[config.mk]
export PLATFORM = sky130hd
export DESIGN_NAME = vga_scanout
export DESIGN_NICKNAME = d
export VERILOG_FILES = /design/src/rtl/display_pkg.sv /design/src/rtl/gfx_pkg.sv /design/src/rtl/vga_scanout.sv
export SDC_FILE = /design/constraint.sdc
export NUM_CORES = 1
export LEC_CHECK = 0
export BUFFER_PORTS_ARGS = -buffer_cell sky130_fd_sc_hd__buf_4
export CORE_MARGIN = 5
export CORE_UTILIZATION = 50
export CTS_BUF_LIST = sky130_fd_sc_hd__clkbuf_4
export CTS_CLUSTER_DIAMETER = 30
export DETAILED_ROUTE_END_ITERATION = 12
export GPL_ROUTABILITY_DRIVEN = 0
export PLACE_DENSITY = 0.84
export SLEW_MARGIN = 15
export SYNTH_ARGS = -nofsm -noshare
export SYNTH_HDL_FRONTEND = slang
export SYNTH_SLANG_ARGS = --single-unit
[constraint.sdc]
create_clock -name clk_pix -period 4 [get_ports clk_pix]
set_input_delay 0.6 -clock clk_pix [delete_from_list [all_inputs] [get_ports clk_pix]]
set_output_delay 0.6 -clock clk_pix [all_outputs]
set_load 0.02 [all_outputs]
[src/rtl/display_pkg.sv]
// 640x480 display timing, 800x525 total at the pixel clock
// sync pulses are active low for this mode
package display_pkg;

    // horizontal, in pixels
    localparam int H_ACTIVE = 640;
    localparam int H_FP     = 16;
    localparam int H_SYNC   = 96;
    localparam int H_BP     = 48;
    localparam int H_TOTAL  = 800;  // active + fp + sync + bp

    // vertical, in lines
    localparam int V_ACTIVE = 480;
    localparam int V_FP     = 10;
    localparam int V_SYNC   = 2;
    localparam int V_BP     = 33;
    localparam int V_TOTAL  = 525;

    localparam logic SYNC_ACTIVE = 1'b0;  // level during the sync pulse

endpackage

[src/rtl/gfx_pkg.sv]
// graphics definitions shared by the line producer, framebuffer and scanout
// coordinate and colour widths, framebuffer geometry, 16-entry palette
package gfx_pkg;

    localparam int CORDW     = 16;   // signed drawing coordinates
    localparam int FB_WIDTH  = 160;
    localparam int FB_HEIGHT = 120;
    localparam int FB_SCALE  = 4;    // display pixels per fb pixel, each axis
    localparam int FB_ADDRW  = 15;   // 160*120 = 19200 entries
    localparam int FB_XW     = 8;    // fb column, 0..159
    localparam int FB_YW     = 7;    // fb row, 0..119
    localparam int CIDXW     = 4;    // colour index
    localparam int CHANW     = 4;    // per channel

    // index to packed {red, green, blue}
    function automatic logic [3*CHANW-1:0] palette_rgb(input logic [CIDXW-1:0] idx);
        case (idx)
            4'h0:    return 12'h000;  // black, background
            4'h1:    return 12'h126;  // dark blue
            4'h2:    return 12'h724;  // purple
            4'h3:    return 12'h085;  // dark green
            4'h4:    return 12'ha53;  // brown
            4'h5:    return 12'h555;  // dark grey
            4'h6:    return 12'hccc;  // light grey
            4'h7:    return 12'hfff;  // white
            4'h8:    return 12'hf04;  // red
            4'h9:    return 12'hfa0;  // orange
            4'ha:    return 12'hff2;  // yellow
            4'hb:    return 12'h0e3;  // green
            4'hc:    return 12'h2af;  // blue
            4'hd:    return 12'h879;  // lavender
            4'he:    return 12'hf7a;  // pink
            default: return 12'hfca;  // peach
        endcase
    endfunction

endpackage
[src/rtl/vga_scanout.sv]
// 640x480 display timing and framebuffer scanout at scale 4
// sync and de delayed 3 cycles to line up with palette colour
module vga_scanout import gfx_pkg::*, display_pkg::*; (
    input  logic              clk_pix,
    input  logic              rst,
    input  logic [CHANW-1:0]  red,    // from framebuffer, 2 cycles after rx/ry
    input  logic [CHANW-1:0]  green,
    input  logic [CHANW-1:0]  blue,
    output logic [FB_XW-1:0]  rx,
    output logic [FB_YW-1:0]  ry,
    output logic              hsync,
    output logic              vsync,
    output logic              de,
    output logic [CHANW-1:0]  r,
    output logic [CHANW-1:0]  g,
    output logic [CHANW-1:0]  b
);

    logic [$clog2(H_TOTAL)-1:0] sx;  // 0..799
    logic [$clog2(V_TOTAL)-1:0] sy;  // 0..524
    logic hs_0, vs_0, de_0;           // decoded at the counters, cycle 0
    logic [2:0] hs_q, vs_q, de_q;     // bit 2 is cycle 3

    // screen position
    always_ff @(posedge clk_pix) begin
        if (rst) begin
            sx <= '0;
            sy <= '0;
        end else if (sx == H_TOTAL-1) begin
            sx <= '0;
            sy <= (sy == V_TOTAL-1) ? '0 : sy + 1'b1;  // wrap at frame end
        end else begin
            sx <= sx + 1'b1;
        end
    end

    always_comb begin
        hs_0 = (sx >= H_ACTIVE+H_FP && sx < H_ACTIVE+H_FP+H_SYNC) ? SYNC_ACTIVE
                                                                 : ~SYNC_ACTIVE;
        vs_0 = (sy >= V_ACTIVE+V_FP && sy < V_ACTIVE+V_FP+V_SYNC) ? SYNC_ACTIVE
                                                                 : ~SYNC_ACTIVE;
        de_0 = (sx < H_ACTIVE) && (sy < V_ACTIVE);
    end

    // cycle 1: scaled read coordinates, held at 0 in blanking
    always_ff @(posedge clk_pix) begin
        rx <= (sx < H_ACTIVE) ? FB_XW'(sx / FB_SCALE) : '0;
        ry <= (sy < V_ACTIVE) ? FB_YW'(sy / FB_SCALE) : '0;
    end

    // match the rx/ry, memory and palette stages
    always_ff @(posedge clk_pix) begin
        if (rst) begin
            hs_q <= {3{~SYNC_ACTIVE}};
            vs_q <= {3{~SYNC_ACTIVE}};
            de_q <= '0;
        end else begin
            hs_q <= {hs_q[1:0], hs_0};
            vs_q <= {vs_q[1:0], vs_0};
            de_q <= {de_q[1:0], de_0};
        end
    end

    assign hsync = hs_q[2];
    assign vsync = vs_q[2];
    assign de    = de_q[2];

    // blank colour outside the active area
    assign r = de ? red   : '0;
    assign g = de ? green : '0;
    assign b = de ? blue  : '0;

    // delayed active video never overlaps a delayed sync pulse
    a_de_no_sync: assert property (@(posedge clk_pix) disable iff (rst)
        de |-> (hsync != SYNC_ACTIVE && vsync != SYNC_ACTIVE));

endmodule

==> run metrics <==
status=completed; worst slew margin relative to its limit=52.26%; number of max-cap violations=0; Detail Placement HPWL=2.499 mm; power share of the combinational group=4.9%; sequential fraction of the synthesis area=49.44%; source-to-sink clock delay at the later pin of the worst-skew pair=350 ps; largest stage delay on the critical path=500 ps; wire length of the first global-routing pass=6.106 mm; post-synthesis cell type with the largest combined area=dfxtp_1; switching power share of the total=20.13%; cts bufs inserted=5; number of nets in the layout=247; post-route total power=0.7512 mW; ranking of synthesized cells by instance count=dfxtp_1, and2_1, nor2_1; largest net degree at the start of global routing=16; H-tree level count=2; critical path's top delay family=flip-flops; Fmax achieved=0.5535 GHz; Top-Level Pins=44; number of resized instances in the post-cts repair step=0; initial antenna violation count=0; time the worst path needs with I/O delays and setup=1807 ps; kind of critical path=flip-flop to primary output; RSZ-0062 raised after global routing=no; core region area=3390 um^2; Post-synth EDFFs=0; commonest register cell after synthesis=dfxtp_1; top cells by area in the synthesized netlist=dfxtp_1, and2_1, xnor2_1, nor2_1, ha_1; Port Buf Inserts=43; initial cell density of the core=52.57%; number of sinks on the clock net=44; Sum Neg Setup Slack=0 ps; classification of the worst-slack hold path=flip-flop to flip-flop; Reg power frac=59.5%; full die area=4857 um^2; reported net switching power=0.1512 mW; Worst Path Required=3400 ps; count of final setup violators=0; Worst VDD drop=0.2084 mV; series of cell instances along the critical path=and2_1 -> buf_4; num rows=21; Critical Path Sink Type=primary output; Filler Cell Count=275; area overhead of the layout relative to synthesis=24.09%; vias post-DR=1342; worst-path maximum fanout=13; Yosys top cell area share=49.44%; post-synthesis cell count=186; Root Driver=clkbuf_4; average vias per placed instance=4.880; FFs w/ async S/R, synth=0%; final worst path period share=45.17%; number of library cell types mapped by synthesis=32; count of hold-fix buffers inserted at cts=0; Post-CTS Setup Repair Bufs=0; Final Hold Slack=422.6 ps; Critical-path top delay cell=dfxtp_1; Critical path buffers and inverters=1; global router's overall resource usage=15.61%; die extent in y=69.70 um; synthesis warning total=0; clock network power share=35.6%; Lkg Pwr=0.8981 nW; DRC marker count from the first detailed-route iteration=46; most numerous cell in the Yosys netlist=dfxtp_1; DR WL/cell=12.78 um; ratio of cells with drive above 1 in the final layout=27.07%; Least-Margin Pin Slew=710.7 ps; post-route DRC violation count=0; synthesized area per cell=9.579 um^2; Worst-path clk slew=110 ps; maximum root-to-sink buffer count=2; launching instance or port of the critical path=de_q[2]; clock tree from TritonCTS=built; worst reg2reg startpoint=sx[0]; Synth Cell Area=1782 um^2; Ant. Diodes=0; Power Internal=0.6000 mW; launch instance of the worst min-delay path=hs_q[0]; number of storage elements in the synthesis netlist=44; length of the first detailed-routing pass in iterations=4; count of final max-slew check failures=0; worst endpoint data arrival time=1210 ps; horizontal die dimension=69.70 um; post-route antenna net violation count=0; post-synth net total=205; total global routing overflow=0; total count of hold-check failures in the final report=0; Routed WL=3.514 mm; via count of the first global-routing pass=1302; critical path startpoint category=flip-flop; power per cell area=339.8 nW/um^2; Final Skew=3.550 ps
-- kinds of logic (layout without fill, tap and decap cells) --
family	after synthesis	in the layout	synth area share [%]
compound gates	9	9	4.143
flops	44	44	49.44
fa+ha+maj	5	5	3.511
xor+xnor	14	14	6.882
buf+inv	16	59	3.441
simple gates	98	98	32.58
-- through the flow --
stage	setup WS (ps)	instance area [um^2]	utilization, %	cells
3_3_place_gp	2263	2131	62.86	267
4_1_cts	2162	2211	65.23	275
2_1_floorplan	2334	1782	-	186
6_report	2193	2211	65.23	275
5_1_grt	2092	2211	65.23	275
3_5_place_dp	2226	2131	62.86	267
-- final cells by class --
type,count,area [um^2],area share (%)
flip-flops and latches,44,880.8,39.84
multi-input cells,126,839.6,37.97
repair buffers,43,322.8,14.60
well taps,46,57.56,2.603
clock buffers,6,45.04,2.037
clock inverters,2,35.03,1.585
inverters,8,30.03,1.358
-- layout by cell type (no fill, tap or decap), types with 2 or more instances in the layout --
cell	Yosys	final
dfxtp_1	44	44
buf_4	0	43
and2_1	24	24
nor2_1	22	22
xnor2_1	11	11
inv_1	8	8
nand2_1	8	8
nor3_1	8	8
nand4_1	8	8
nand3_1	6	6
clkbuf_4	0	6
ha_1	5	5
or2_2	4	4
nor4_1	4	4
nor2b_1	4	4
xor2_1	3	3
a21oi_1	3	3
a31o_2	2	2
-- power by group through the flow --
| stage | clock [mW] | combinational, mW | sequential [mW] |
|---|---|---|---|
| after floorplan | 0 | 0.0174 | 0.457 |
| after global placement | 0 | 0.0362 | 0.456 |
| after detailed placement | 0 | 0.0370 | 0.457 |
| after CTS | 0.276 | 0.0371 | 0.447 |
| after global routing | 0.295 | 0.0409 | 0.448 |
| final | 0.268 | 0.0368 | 0.447 |
-- path summary, 6_finish.rpt --
path / to / cells after the start / slack (ps)
worst max register to register: sy[9] / 5 / 2200
worst min-delay path: hs_q[1] / 1 / 420
worst min register to register: hs_q[1] / 1 / 420
worst max-delay path: g[3] / 2 / 2190
-- state kept, by name, summed over array words and instances, names as in the netlist --
| name | flops |
|---|---|
| sx | 10 |
| sy | 10 |
| rx | 8 |
| ry | 7 |
| de_q | 3 |
| hs_q | 3 |
| vs_q | 3 |
-- routing by layer --
metal / vias to the layer above / wire (um) / global-route usage, %
met5: - / 0 / 0
met4: 0 / 67 / 7.021
met3: 6 / 282 / 6.522
met2: 45 / 1615 / 25.64
met1: 591 / 1549 / 17.60
li1: 700 / - / -
Power figures use the tool's default switching activity.
