===== config.mk =====
export PLATFORM = sky130hd
export DESIGN_NAME = draw_line
export DESIGN_NICKNAME = d
export VERILOG_FILES = /design/src/rtl/gfx_pkg.sv /design/src/rtl/draw_line.sv
export SDC_FILE = /design/constraint.sdc
export NUM_CORES = 1
export LEC_CHECK = 0
export BUFFER_PORTS_ARGS = -buffer_cell sky130_fd_sc_hd__buf_2
export CAP_MARGIN = 10
export CORE_MARGIN = 1.5
export CORE_UTILIZATION = 45
export CTS_CLUSTER_SIZE = 14
export DETAILED_ROUTE_END_ITERATION = 8
export PLACE_DENSITY = 0.66
export SETUP_SLACK_MARGIN = 0.15
export SLEW_MARGIN = 20
export SYNTH_ARGS = -nofsm -noshare
export SYNTH_HDL_FRONTEND = slang
export SYNTH_SLANG_ARGS = --single-unit

===== constraint.sdc =====
create_clock -name clk_pix -period 13.8 [get_ports clk_pix]
set_input_delay 1.38 -clock clk_pix [delete_from_list [all_inputs] [get_ports clk_pix]]
set_output_delay 1.38 -clock clk_pix [all_outputs]
set_load 0.01 [all_outputs]

===== src/rtl/gfx_pkg.sv =====
// graphics definitions shared by the line producer, framebuffer and scanout
// coordinate and colour widths, framebuffer geometry, 16-entry palette
package gfx_pkg;

    localparam int CORDW     = 16;   // signed drawing coordinates
    localparam int FB_WIDTH  = 160;
    localparam int FB_HEIGHT = 120;
    localparam int FB_SCALE  = 4;    // display pixels per fb pixel, each axis
    localparam int FB_ADDRW  = 15;   // 160*120 = 19200 entries
    localparam int FB_XW     = 8;    // fb column, 0..159
    localparam int FB_YW     = 7;    // fb row, 0..119
    localparam int CIDXW     = 4;    // colour index
    localparam int CHANW     = 4;    // per channel

    // index to packed {red, green, blue}
    function automatic logic [3*CHANW-1:0] palette_rgb(input logic [CIDXW-1:0] idx);
        case (idx)
            4'h0:    return 12'h000;  // black, background
            4'h1:    return 12'h126;  // dark blue
            4'h2:    return 12'h724;  // purple
            4'h3:    return 12'h085;  // dark green
            4'h4:    return 12'ha53;  // brown
            4'h5:    return 12'h555;  // dark grey
            4'h6:    return 12'hccc;  // light grey
            4'h7:    return 12'hfff;  // white
            4'h8:    return 12'hf04;  // red
            4'h9:    return 12'hfa0;  // orange
            4'ha:    return 12'hff2;  // yellow
            4'hb:    return 12'h0e3;  // green
            4'hc:    return 12'h2af;  // blue
            4'hd:    return 12'h879;  // lavender
            4'he:    return 12'hf7a;  // pink
            default: return 12'hfca;  // peach
        endcase
    endfunction

endpackage

===== src/rtl/draw_line.sv =====
// Bresenham line producer
// latches a line on start, then emits one framebuffer write per cycle
module draw_line import gfx_pkg::*; (
    input  logic                    clk_pix,
    input  logic                    rst,
    input  logic                    start,   // one-cycle request
    input  logic signed [CORDW-1:0] x0,
    input  logic signed [CORDW-1:0] y0,
    input  logic signed [CORDW-1:0] x1,
    input  logic signed [CORDW-1:0] y1,
    input  logic [CIDXW-1:0]        cidx,
    output logic                    we,
    output logic [FB_XW-1:0]        wx,
    output logic [FB_YW-1:0]        wy,
    output logic [CIDXW-1:0]        wcidx,
    output logic                    busy,
    output logic                    done     // pulse after last write
);

    typedef enum logic {IDLE, DRAW} state_t;
    state_t state;

    logic go;                          // accepted request
    logic signed [CORDW-1:0] x, y;     // current point
    logic signed [CORDW-1:0] xe, ye;   // end point
    logic signed [CORDW:0]   dx, dy;   // |dx| and -|dy|
    logic signed [CORDW:0]   err;
    logic                    x_inc, y_inc;
    logic [CIDXW-1:0]        cidx_q;

    logic signed [CORDW:0]   dx_in, dy_in;  // raw differences at start
    logic signed [CORDW+1:0] e2;
    logic                    step_x, step_y;
    logic                    at_end;

    assign go = start && (state == IDLE);  // requests while busy dropped

    always_comb begin
        dx_in  = x1 - x0;  // sign-extended to CORDW+1
        dy_in  = y1 - y0;
        e2     = err <<< 1;
        step_x = (e2 >= dy);
        step_y = (e2 <= dx);
        at_end = (x == xe) && (y == ye);
    end

    // control
    always_ff @(posedge clk_pix) begin
        if (rst) begin
            state <= IDLE;
            done  <= 1'b0;
        end else begin
            done <= 1'b0;
            case (state)
                IDLE: if (go) state <= DRAW;
                DRAW: begin
                    if (at_end) begin
                        state <= IDLE;
                        done  <= 1'b1;  // busy falls in the same cycle
                    end
                end
                default: state <= IDLE;
            endcase
        end
    end

    // datapath, loaded on go and stepped while drawing
    always_ff @(posedge clk_pix) begin
        if (go) begin
            x      <= x0;
            y      <= y0;
            xe     <= x1;
            ye     <= y1;
            x_inc  <= (x1 >= x0);
            y_inc  <= (y1 >= y0);
            dx     <= (dx_in < 0) ? -dx_in : dx_in;
            dy     <= (dy_in < 0) ? dy_in : -dy_in;  // kept negative
            err    <= ((dx_in < 0) ? -dx_in : dx_in) + ((dy_in < 0) ? dy_in : -dy_in);
            cidx_q <= cidx;
        end else if (state == DRAW && !at_end) begin
            if (step_x) x <= x_inc ? x + 1'b1 : x - 1'b1;
            if (step_y) y <= y_inc ? y + 1'b1 : y - 1'b1;
            err <= err + (step_x ? dy : '0) + (step_y ? dx : '0);
        end
    end

    assign we    = (state == DRAW);  // current point is written every draw cycle
    assign busy  = (state == DRAW);
    assign wx    = x[FB_XW-1:0];
    assign wy    = y[FB_YW-1:0];
    assign wcidx = cidx_q;

    // full coordinate checked before truncation to fb width
    a_wr_in_fb: assert property (@(posedge clk_pix) disable iff (rst)
        we |-> (x >= 0 && x < FB_WIDTH && y >= 0 && y < FB_HEIGHT));

    a_done_pulse: assert property (@(posedge clk_pix) disable iff (rst)
        done |=> !done);

endmodule


==> results.sh, run 1 <==
export IMPL_rows=57
export IMPL_synthTopCellsByArea="edfxtp_1 32%, ha_1 14%, xnor2_1 6.7%"
export IMPL_fp_coreArea_um2=24400
export IMPL_synth_avg_cell_area_um2=9.20
export IMPL_setup_tns_ps=0
export IMPL_slowest_stage="o41a_1"
export IMPL_post_cts_repair_setup_buffers=0
export IMPL_end_kind="register"
export IMPL_final_area_um2=12500
export IMPL_ctsHoldBuffers=0
export IMPL_synth_edf_count=121
export IMPL_io_pins=93
export IMPL_synth_async_sr_flop_share_pct=0
export IMPL_finalSetupViolCount=0
export IMPL_cts_sinks=123
export IMPL_r2r_start="err[8]"
export IMPL_final_util_pct=51.3
export IMPL_critPathLaunchType="input pin"
export IMPL_crit_chain="buf_2, inv_1, ha_1, inv_1, fa_1, a21oi_1, o2111ai_1, nand3_1, a21oi_1, o41a_1, nand2_1, o21ai_0, fa_1, a211oi_1, nor2_1, o41ai_1, o21ai_0, o21ai_0, nand2b_1, a41oi_1, o21ai_0, xnor2_1, o21ai_1"
export IMPL_cp_arrival_ps=6390
export IMPL_pwr_density_cell_nw_per_um2=238
export IMPL_remaining_drc_errors=0
export IMPL_numCtsBuffers=17
export IMPL_synthMostInstantiatedCell="ha_1"
export IMPL_synth_top_cell_by_area="edfxtp_1"
export IMPL_gr_usage_all_layers_pct=22.0
export IMPL_tightest_slew_ps=1040
export IMPL_synth_commonest_cells="129 x ha_1, 121 x edfxtp_1, 118 x inv_1, 118 x nor2_1, 110 x a21oi_1"
export IMPL_ys_seq_elements=123
export IMPL_grt_pass1_wl_mm=44.9
export IMPL_vias=9102
export IMPL_cts_tree="built"
export IMPL_ys_seq_area_share_pct=32.7
export IMPL_routed_wl_mm=27.9
export IMPL_syn_inst=1222
export IMPL_crit_top_cell="o21ai_0"
export IMPL_drtAntennaViolNets=0
export IMPL_h_tree_depth=4
export IMPL_p_leak_nw=5.43
export IMPL_antenna_found_initial=1
export IMPL_r2r_cells=20
export IMPL_place_gp_congestion=0.919
export IMPL_max_freq_mhz=160
export IMPL_finalHoldViolations=0
export IMPL_clk_pin_slew_ps=60
export IMPL_dpl_cell_area_um2=11900
export IMPL_nets=1519
export IMPL_synth_distinct_cells=80
export IMPL_cpPeakStageDelay_ps=530
export IMPL_cp_num_buf_inv=3
export IMPL_drt_iter0_markers=664
export IMPL_worstHoldPathType="reg2reg"
export IMPL_ff2ff_setup_slack_ps=7600
export IMPL_grt_pass1_vias=8646
export IMPL_fin_crit_sh_pct=45.2
export IMPL_fin_crit_ps=6240
export IMPL_worst_setup_path_type="in2reg"
export IMPL_initial_core_util_pct=46.1
export IMPL_dp_hpwl_mm=22.0
export IMPL_grt_max_degree=87
export IMPL_run_status="completed"
export IMPL_ctsResizeCount=0
export IMPL_min_from="y[0]"
export IMPL_syn2layout_area_growth_pct=11.3
export IMPL_grt_overflow=0
export IMPL_die_height_um=161
export IMPL_synth_area_um2=11200
export IMPL_ir_worst_vdd_mv=0.108
export IMPL_synth_top_cell_area_share_pct=32.3
export IMPL_synth_fp_nets=1444
export IMPL_ys_flop_type="edfxtp_1"
export IMPL_worstHoldPathCells=1
export IMPL_holdWs_ps=719
export IMPL_maxSlewHeadroom_pct=30.6
export IMPL_yosys_warnings=0
export IMPL_cts_root_buffer="clkbuf_16"
export IMPL_whs_endpoint="y[0]"
export IMPL_firstDrtPassIters=5
export IMPL_rsz0062_at_grt="false"
export IMPL_maxSlewViolCount=0
export IMPL_r2r_end="err[16]"
export IMPL_drive_gt1_share_pct=11.8
export IMPL_die_area_um2=26000
export IMPL_avgViaCountPerCell=5.57
export IMPL_cp_top_family="compound AO/OA/AOI/OAI gates"
export IMPL_required_ps=13950
export IMPL_clk_latency_ps=420
export IMPL_wl_per_cell_um=17.1
export IMPL_path_max_fanout=6
export IMPL_cts_path_max_buffers=2
export IMPL_io_buffers=92
export IMPL_dieWidth_um=161
export IMPL_maxCapViolCount=0
export IMPL_clock_skew_ps=10.2
[routing by layer]
layer	track usage (%)	share of wire, %	vias up
li1	-	-	4556
met2	36.4	46	243
met3	2.23	4.3	29
met4	7.37	2.2	0
met1	30.2	47	4274
met5	0	0	-
[cells by family (layout without fill, tap and decap cells)]
group / count (synthesis) / in the layout / share of synthesized area (%)
AO/OA/AOI/OAI: 300 / 300 / 17.3
XOR/XNOR: 133 / 133 / 10.5
adder cells (fa/ha/maj): 151 / 151 / 18.3
buffers and inverters: 161 / 247 / 6.18
flip-flops: 123 / 123 / 32.7
multiplexers: 2 / 2 / 0.189
other: 0 / 1 / 0
AND/OR/NAND/NOR: 352 / 352 / 14.9
[registers in the layout (all words and copies together) (netlist names), 4 cells and up]
register  count
wcidx         4
y            16
x            16
ye           16
err          17
dx           17
xe           16
dy           17
[worst max path at each step]
| stage | from | to | slack [ps] | cells past startpoint |
|---|---|---|---|---|
| after floorplan | y1[0] | err[16] | 7930 | 23 |
| after global placement | y1[0] | err[16] | 7310 | 23 |
| after detailed placement | y1[0] | err[16] | 7120 | 23 |
| after CTS | err[8] | err[16] | 7500 | 20 |
| after global routing | y1[0] | err[16] | 7080 | 23 |
| final | y1[0] | err[16] | 7560 | 23 |
[cells in the final DEF (no fill, tap or decap), types with 29 or more instances in the layout]
master / count
ha_1: 129
inv_1: 118
edfxtp_1: 121
a21oi_1: 109
nor3_1: 33
xor2_1: 46
nor2_1: 118
xnor2_1: 86
buf_2: 92
o21ai_0: 52
nand3_1: 29
nand2_1: 83
[final cells by class]
cell class                 instances  area [um^2]
fill                            2294        11900
multi-input combinational        938         6890
sequential                       123         3670
timing repair buffer              98          505
inverter                         119          449
clock buffer                      19          433
tap                              324          405
clock inverter                    11          153
antenna                            1         2.50
[power breakdown]
group / internal, mW / switching (mW)
combinational: 0.787 / 1.05
clock: 0.297 / 0.165
sequential: 0.586 / 0.0903
[per-stage QoR]
step,total power [mW],cells,worst slack [ps]
after floorplan,2.09,1222,7930
after CTS,2.98,1632,7500
after global routing,3.25,1632,7080
after global placement,2.47,1602,7310
after detailed placement,2.50,1602,7120
final,2.97,1633,7560
[worst register-to-register path: cells and delay by family (launching register included)]
kind,cells,cell delay (ps)
AO/OA/AOI/OAI,12,3310
adder cells (fa/ha/maj),3,1150
buffers and inverters,1,470
AND/OR/NAND/NOR,3,460
flip-flops,1,450
XOR/XNOR,1,210
No activity file was read; power rests on OpenSTA's default activity.
==> run 2: changes to the inputs <==
--- a/config.mk
+++ b/config.mk
@@ -5,6 +5,7 @@
 export SDC_FILE = /design/constraint.sdc
 export NUM_CORES = 1
 export LEC_CHECK = 0
+export ABC_AREA = 1
 export BUFFER_PORTS_ARGS = -buffer_cell sky130_fd_sc_hd__buf_2
 export CAP_MARGIN = 10
 export CORE_MARGIN = 1.5
==> constraint.sdc (replaced) <==
create_clock -name clk_pix -period 6.06 [get_ports clk_pix]
set_input_delay 0.606 -clock clk_pix [delete_from_list [all_inputs] [get_ports clk_pix]]
set_output_delay 0.606 -clock clk_pix [all_outputs]
set_load 0.01 [all_outputs]
==> run 2 against run 1 <==
Via count rose by 21%. Combinational power rose by 110%. Synthesized area rose by 8.7%. Critical path depth did not move. Die area rose by 8.5%. Flip-flop and latch count did not move. Sequential power rose by 110%. Register-to-register slack got worse by 6800 ps.
==> results.sh, run 2 <==
export IMPL_run_status="completed"
export IMPL_h_tree_depth=4
export IMPL_top_regs="dx x17, dy x17, err x17"
export IMPL_synth_top_cell_by_area="edfxtp_1"
export IMPL_vias=11000
export IMPL_dp_hpwl_mm=27.4
export IMPL_worst_slack_ps=800
export IMPL_cts_path_max_buffers=2
export IMPL_ctsResizeCount=0
export IMPL_pre_cts_ws_ps=792
export IMPL_syn_inst=1665
export IMPL_p_leak_nw=7.00
export IMPL_fin_crit_ps=5260
export IMPL_ctsHoldBuffers=0
export IMPL_grt_pass1_wl_mm=55.1
export IMPL_finalHoldViolations=0
export IMPL_synthTopCellsByArea="edfxtp_1 30%, nand2_1 13%, ha_1 13%"
export IMPL_finalSetupViolCount=0
export IMPL_die_height_um=168
export IMPL_maxCapViolCount=0
export IMPL_critPathLaunchType="register"
export IMPL_firstDrtPassIters=5
export IMPL_cts_root_buffer="clkbuf_16"
export IMPL_whs_endpoint="wcidx[2]"
export IMPL_clock_skew_ps=11.4
export IMPL_clk_pin_slew_ps=60
export IMPL_fp_coreArea_um2=26800
export IMPL_synth_avg_cell_area_um2=7.34
export IMPL_worstHoldPathCells=1
export IMPL_synth_fp_nets=1887
export IMPL_synth_compound_area_share_pct=10.0
export IMPL_post_cts_repair_setup_buffers=0
export IMPL_ys_flop_type="edfxtp_1"
export IMPL_synth_adder_area_share_pct=16.8
export IMPL_io_pins=93
export IMPL_drt_iter0_markers=827
export IMPL_die_area_um2=28200
export IMPL_worst_setup_path_type="reg2reg"
export IMPL_required_ps=6210
export IMPL_clk_latency_ps=440
export IMPL_antenna_found_initial=0
export IMPL_synthSimpleGateAreaFrac_pct=27.4
export IMPL_cts_sinks=123
export IMPL_grt_overflow=0
export IMPL_grt_busiest_layer="met2"
export IMPL_maxSlewViolCount=0
export IMPL_synth_edf_count=121
export IMPL_num_antenna_cells=0
export IMPL_io_buffers=92
export IMPL_nets=1972
export IMPL_cp_arrival_ps=5410
export IMPL_synth_distinct_cells=49
export IMPL_rows=60
export IMPL_drive_gt1_share_pct=10.8
export IMPL_tightest_slew_ps=904
export IMPL_synthMostInstantiatedCell="nand2_1"
export IMPL_routed_wl_mm=34.3
export IMPL_r2r_start="err[16]"
export IMPL_gr_usage_all_layers_pct=25.2
export IMPL_r2r_end="err[11]"
export IMPL_remaining_drc_errors=0
export IMPL_end_kind="register"
export IMPL_min_from="cidx[2]"
export IMPL_place_gp_congestion=0.967
export IMPL_grt_util_met2_pct=42.2
export IMPL_synth_commonest_cells="438 x nand2_1, 298 x inv_1, 129 x ha_1"
export IMPL_ir_worst_vdd_mv=0.199
export IMPL_final_area_um2=13600
export IMPL_maxSlewHeadroom_pct=39.7
export IMPL_grt_pass1_vias=10700
export IMPL_ff2ff_setup_slack_ps=800
export IMPL_path_max_fanout=19
export IMPL_max_freq_mhz=190
export IMPL_holdWs_ps=346
export IMPL_muxShareOfSynthArea_pct=0
export IMPL_synth_async_sr_flop_share_pct=0
export IMPL_synth_top_family_by_area="simple AND/OR/NAND/NOR gates"
export IMPL_yosys_area_share_xor_xnor_pct=4.81
export IMPL_wl_per_cell_um=16.3
export IMPL_dpl_cell_area_um2=13000
export IMPL_grt_use_met3_pct=3.53
export IMPL_met1_usage_pct=33.4
export IMPL_rsz0062_at_grt="false"
export IMPL_ys_seq_area_share_pct=30.1
export IMPL_grt_max_degree=68
export IMPL_yosys_warnings=0
export IMPL_synth_area_um2=12200
export IMPL_synth_top_cell_area_share_pct=29.7
export IMPL_r2r_cells=23
export IMPL_fin_crit_sh_pct=86.8
export IMPL_setup_tns_ps=0
export IMPL_initial_core_util_pct=45.6
export IMPL_ys_seq_elements=123
export IMPL_worstHoldPathType="in2reg"
export IMPL_dieWidth_um=168
export IMPL_pwr_density_cell_nw_per_um2=472
export IMPL_avgViaCountPerCell=5.25
export IMPL_cts_tree="built"
export IMPL_numCtsBuffers=17
export IMPL_final_cell_mix="437 x nand2_1, 298 x inv_1, 129 x ha_1, 121 x edfxtp_1, 106 x a21oi_1"
export IMPL_syn2layout_area_growth_pct=11.2
export IMPL_drtAntennaViolNets=0
export IMPL_layout_commonest_cell="nand2_1"
[run 2: changes by cell type after synthesis, moves of 23 or more]
cell     before  now
inv_1       118  298
o21ai_0      52   81
or2_2         4   27
nand2_1      83  438
xnor2_1      86   18
nand3_1      29   95
[run 2: cell families (layout without fill, tap and decap cells)]
family / count (synthesis) / in the layout
DFF: 123 / 123
and+or+nand+nor: 764 / 764
buffers and inverters: 337 / 435
adders and majority gates: 151 / 151
xor gates and xnor gates: 65 / 65
AOI/OAI and AO/OA: 225 / 225
[run 2: how the worst max path moves through the flow]
stage / endpoint / cells past startpoint / slack (ps) / from
floorplan: err[11] / 25 / 1880 / err[16]
global placement: err[11] / 23 / 900 / err[16]
detailed placement: err[11] / 23 / 790 / err[16]
CTS: err[11] / 23 / 800 / err[16]
global route: err[11] / 24 / 290 / dx[16]
finish: err[11] / 23 / 800 / err[16]
[run 2: layout make-up]
type,count,area (um^2)
Inverter,307,1150
Clock buffer,20,437
Multi-Input combinational cell,1205,7220
Clock inverter,12,195
Timing Repair Buffer,96,490
Tap cell,341,427
Fill cell,2598,13200
Sequential cell,123,3670
[run 2: where the power goes]
part	leakage, nW	switching (mW)	internal (mW)
clock	0.300	0.417	0.728
combinational	5.51	2.41	1.40
sequential	1.18	0.182	1.27
total	7.00	3.01	3.40
[run 2: routing by layer]
layer	vias up	routed length [um]	share of wire, %
met3	57	1820	5.3
met4	0	898	2.6
met1	5045	15900	46
met5	-	0	0
met2	335	15800	46
li1	5602	-	-
[run 2: worst max-delay path, stage by stage (launching register included)]
cell	delay, ps
edfxtp_1	460
ha_1	440
nand2_1	90
nor2_1	160
nand2_1	150
nor2_1	130
nand2_1	70
nand4_1	110
nand3_2	460
nand2_1	190
inv_1	70
fa_1	480
ha_1	170
inv_1	50
fa_1	390
inv_1	70
a21oi_1	80
o21ai_0	400
a21boi_0	230
o21ai_0	210
inv_1	80
o21ai_0	230
xnor2_1	160
o21ai_0	90
[run 2: metrics by stage]
step | util, % | cells | power [mW]
final | 50.7 | 2104 | 6.41
after global routing | 50.7 | 2104 | 7.05
after CTS | 50.7 | 2104 | 6.41
after detailed placement | 48.4 | 2072 | 5.24
after global placement | 48.4 | 2072 | 5.14
after floorplan | - | 1665 | 4.27
==> run 3: changes to the inputs <==
--- a/config.mk
+++ b/config.mk
@@ -10,6 +10,7 @@
 export CAP_MARGIN = 10
 export CORE_MARGIN = 1.5
 export CORE_UTILIZATION = 45
+export CTS_BUF_LIST = sky130_fd_sc_hd__clkbuf_8
 export CTS_CLUSTER_SIZE = 14
 export DETAILED_ROUTE_END_ITERATION = 8
 export PLACE_DENSITY = 0.66
==> constraint.sdc (replaced) <==
create_clock -name clk_pix -period 6.25 [get_ports clk_pix]
set_input_delay 0.625 -clock clk_pix [delete_from_list [all_inputs] [get_ports clk_pix]]
set_output_delay 0.625 -clock clk_pix [all_outputs]
set_load 0.01 [all_outputs]
==> run 3 against run 2 <==
Setup slack gained 24 ps. Cell area shrank 1.8%. Highest routed layer unchanged. Die area did not move. Combinational power is 3% lower. Via count fell by 0.77%. Sequential share of layout area rose by 0.50 points. Clock skew up 4.1 ps. Cell count stayed put. Core utilization is 0.93 points lower.
==> results.sh, run 3 (synthesis results as in run 2) <==
export IMPL_run_status="completed"
export IMPL_die_area_um2=28200
export IMPL_cts_path_max_buffers=2
export IMPL_r2r_start="err[2]"
export IMPL_antenna_found_initial=0
export IMPL_placed_cells=2072
export IMPL_die_height_um=168
export IMPL_firstDrtPassIters=5
export IMPL_seqCellArea_um2=3670
export IMPL_cts_sinks=123
export IMPL_tightest_slew_ps=994
export IMPL_grt_pass1_vias=10400
export IMPL_whs_endpoint="wcidx[1]"
export IMPL_io_pins=93
export IMPL_final_cells=2104
export IMPL_pre_cts_ws_ps=790
export IMPL_ir_worst_vdd_mv=0.189
export IMPL_end_kind="register"
export IMPL_grt_max_degree=55
export IMPL_top_regs="dx x17, dy x17, err x17"
export IMPL_pwr_density_cell_nw_per_um2=437
export IMPL_dieWidth_um=168
export IMPL_fp_coreArea_um2=26800
export IMPL_h_tree_depth=4
export IMPL_maxSlewHeadroom_pct=33.7
export IMPL_io_buffers=92
export IMPL_ctsResizeCount=0
export IMPL_fin_crit_ps=5430
export IMPL_worst_setup_path_type="reg2reg"
export IMPL_finalHoldViolations=0
export IMPL_path_max_fanout=14
export IMPL_min_from="cidx[1]"
export IMPL_maxCapViolCount=0
export IMPL_worst_slack_ps=824
export IMPL_numCtsBuffers=17
export IMPL_cts_tree="built"
export IMPL_initial_core_util_pct=45.6
export IMPL_cts_root_buffer="clkbuf_8"
export IMPL_drive_gt1_share_pct=10.9
export IMPL_cp_startpoint="err[2]"
export IMPL_worstHoldPathType="in2reg"
export IMPL_wl_per_cell_um=16.1
export IMPL_finalSetupViolCount=0
export IMPL_vias=11000
export IMPL_routed_wl_mm=33.9
export IMPL_drt_iter0_markers=704
export IMPL_place_gp_congestion=0.980
export IMPL_clk_latency_ps=470
export IMPL_layout_commonest_cell="nand2_1"
export IMPL_grt_pass1_wl_mm=53.9
export IMPL_multi_input_area_um2=7220
export IMPL_r2r_cells=24
export IMPL_maxSlewViolCount=0
export IMPL_fin_crit_sh_pct=86.8
export IMPL_grt_overflow=0
export IMPL_dp_hpwl_mm=27.3
export IMPL_rsz0062_at_grt="false"
export IMPL_post_cts_repair_setup_buffers=0
export IMPL_worstHoldPathCells=1
export IMPL_final_cell_mix="437 x nand2_1, 300 x inv_1, 129 x ha_1, 121 x edfxtp_1, 106 x a21oi_1"
export IMPL_p_leak_nw=6.88
export IMPL_rows=60
export IMPL_remaining_drc_errors=0
export IMPL_clk_pin_slew_ps=90
export IMPL_setup_tns_ps=0
export IMPL_fillers=2661
export IMPL_required_ps=6440
export IMPL_ff2ff_setup_slack_ps=820
export IMPL_nets=1972
export IMPL_num_antenna_cells=0
export IMPL_avgViaCountPerCell=5.21
export IMPL_critPathLaunchType="register"
export IMPL_ctsHoldBuffers=0
export IMPL_syn2layout_area_growth_pct=9.18
export IMPL_cp_arrival_ps=5620
export IMPL_gr_usage_all_layers_pct=24.6
export IMPL_clock_skew_ps=15.5
export IMPL_max_freq_mhz=184
export IMPL_r2r_end="err[11]"
export IMPL_drtAntennaViolNets=0
[run 3: cell types whose count changed in the layout (fill, tap and decap cells not counted), sizes merged]
cell / previous run / this run
bufinv: 5 / 2
clkinv: 5 / 3
clkinvlp: 2 / 5
inv: 307 / 312
clkbuf: 20 / 17
[run 3: final cells by class]
type	count	share of cell area [%]
inverter	307	8.65
clock buffer	17	1.75
clock inverter	15	1.12
timing repair buffer	96	3.67
multi-input combinational	1205	54.1
sequential	123	27.5
tap	341	3.20
[run 3: power by group]
part           internal, mW  switching (mW)
clock                 0.353           0.387
combinational          1.36            2.33
sequential             1.23           0.174
[run 3: worst max-delay path by stage]
stage / to / slack, ps / depth (start not counted)
finish: err[11] / 820 / 24
CTS: err[11] / 760 / 24
global route: err[11] / 400 / 24
floorplan: err[11] / 2070 / 25
global placement: err[11] / 980 / 24
detailed placement: err[11] / 790 / 24
[run 3: routing by layer]
metal | GRT usage (%) | wire length (um)
met5 | 0 | 0
met4 | 7.05 | 739
met3 | 3.74 | 2030
met2 | 40.6 | 15200
met1 | 33.4 | 15900
[run 3: critical path, cell delays in order, from the launching register on]
cell and delay, ps:
edfxtp_1 470, ha_1 330, a21oi_1 150, o21ai_0 150, nand2_1 90, nand2_1 50
nand2_1 50, nand3_1 70, nand2_1 90, nand2_1 150, inv_1 530, nor2_1 160
fa_1 540, ha_1 190, inv_1 60, fa_1 410, inv_1 80, a21oi_1 80
o21ai_0 390, a21boi_0 230, o21ai_0 250, inv_1 100, o21ai_0 230, xnor2_1 200
o21ai_0 110
[run 3: stage by stage]
step	utilization [%]	cell area (um^2)	hold slack, ps	power (mW)
6_report	49.8	13300	325	5.83
5_1_grt	49.8	13300	305	6.43
4_1_cts	49.8	13300	306	5.83
3_5_place_dp	48.4	13000	709	5.07
3_3_place_gp	48.4	13000	697	4.99
2_1_floorplan	-	12200	588	4.14
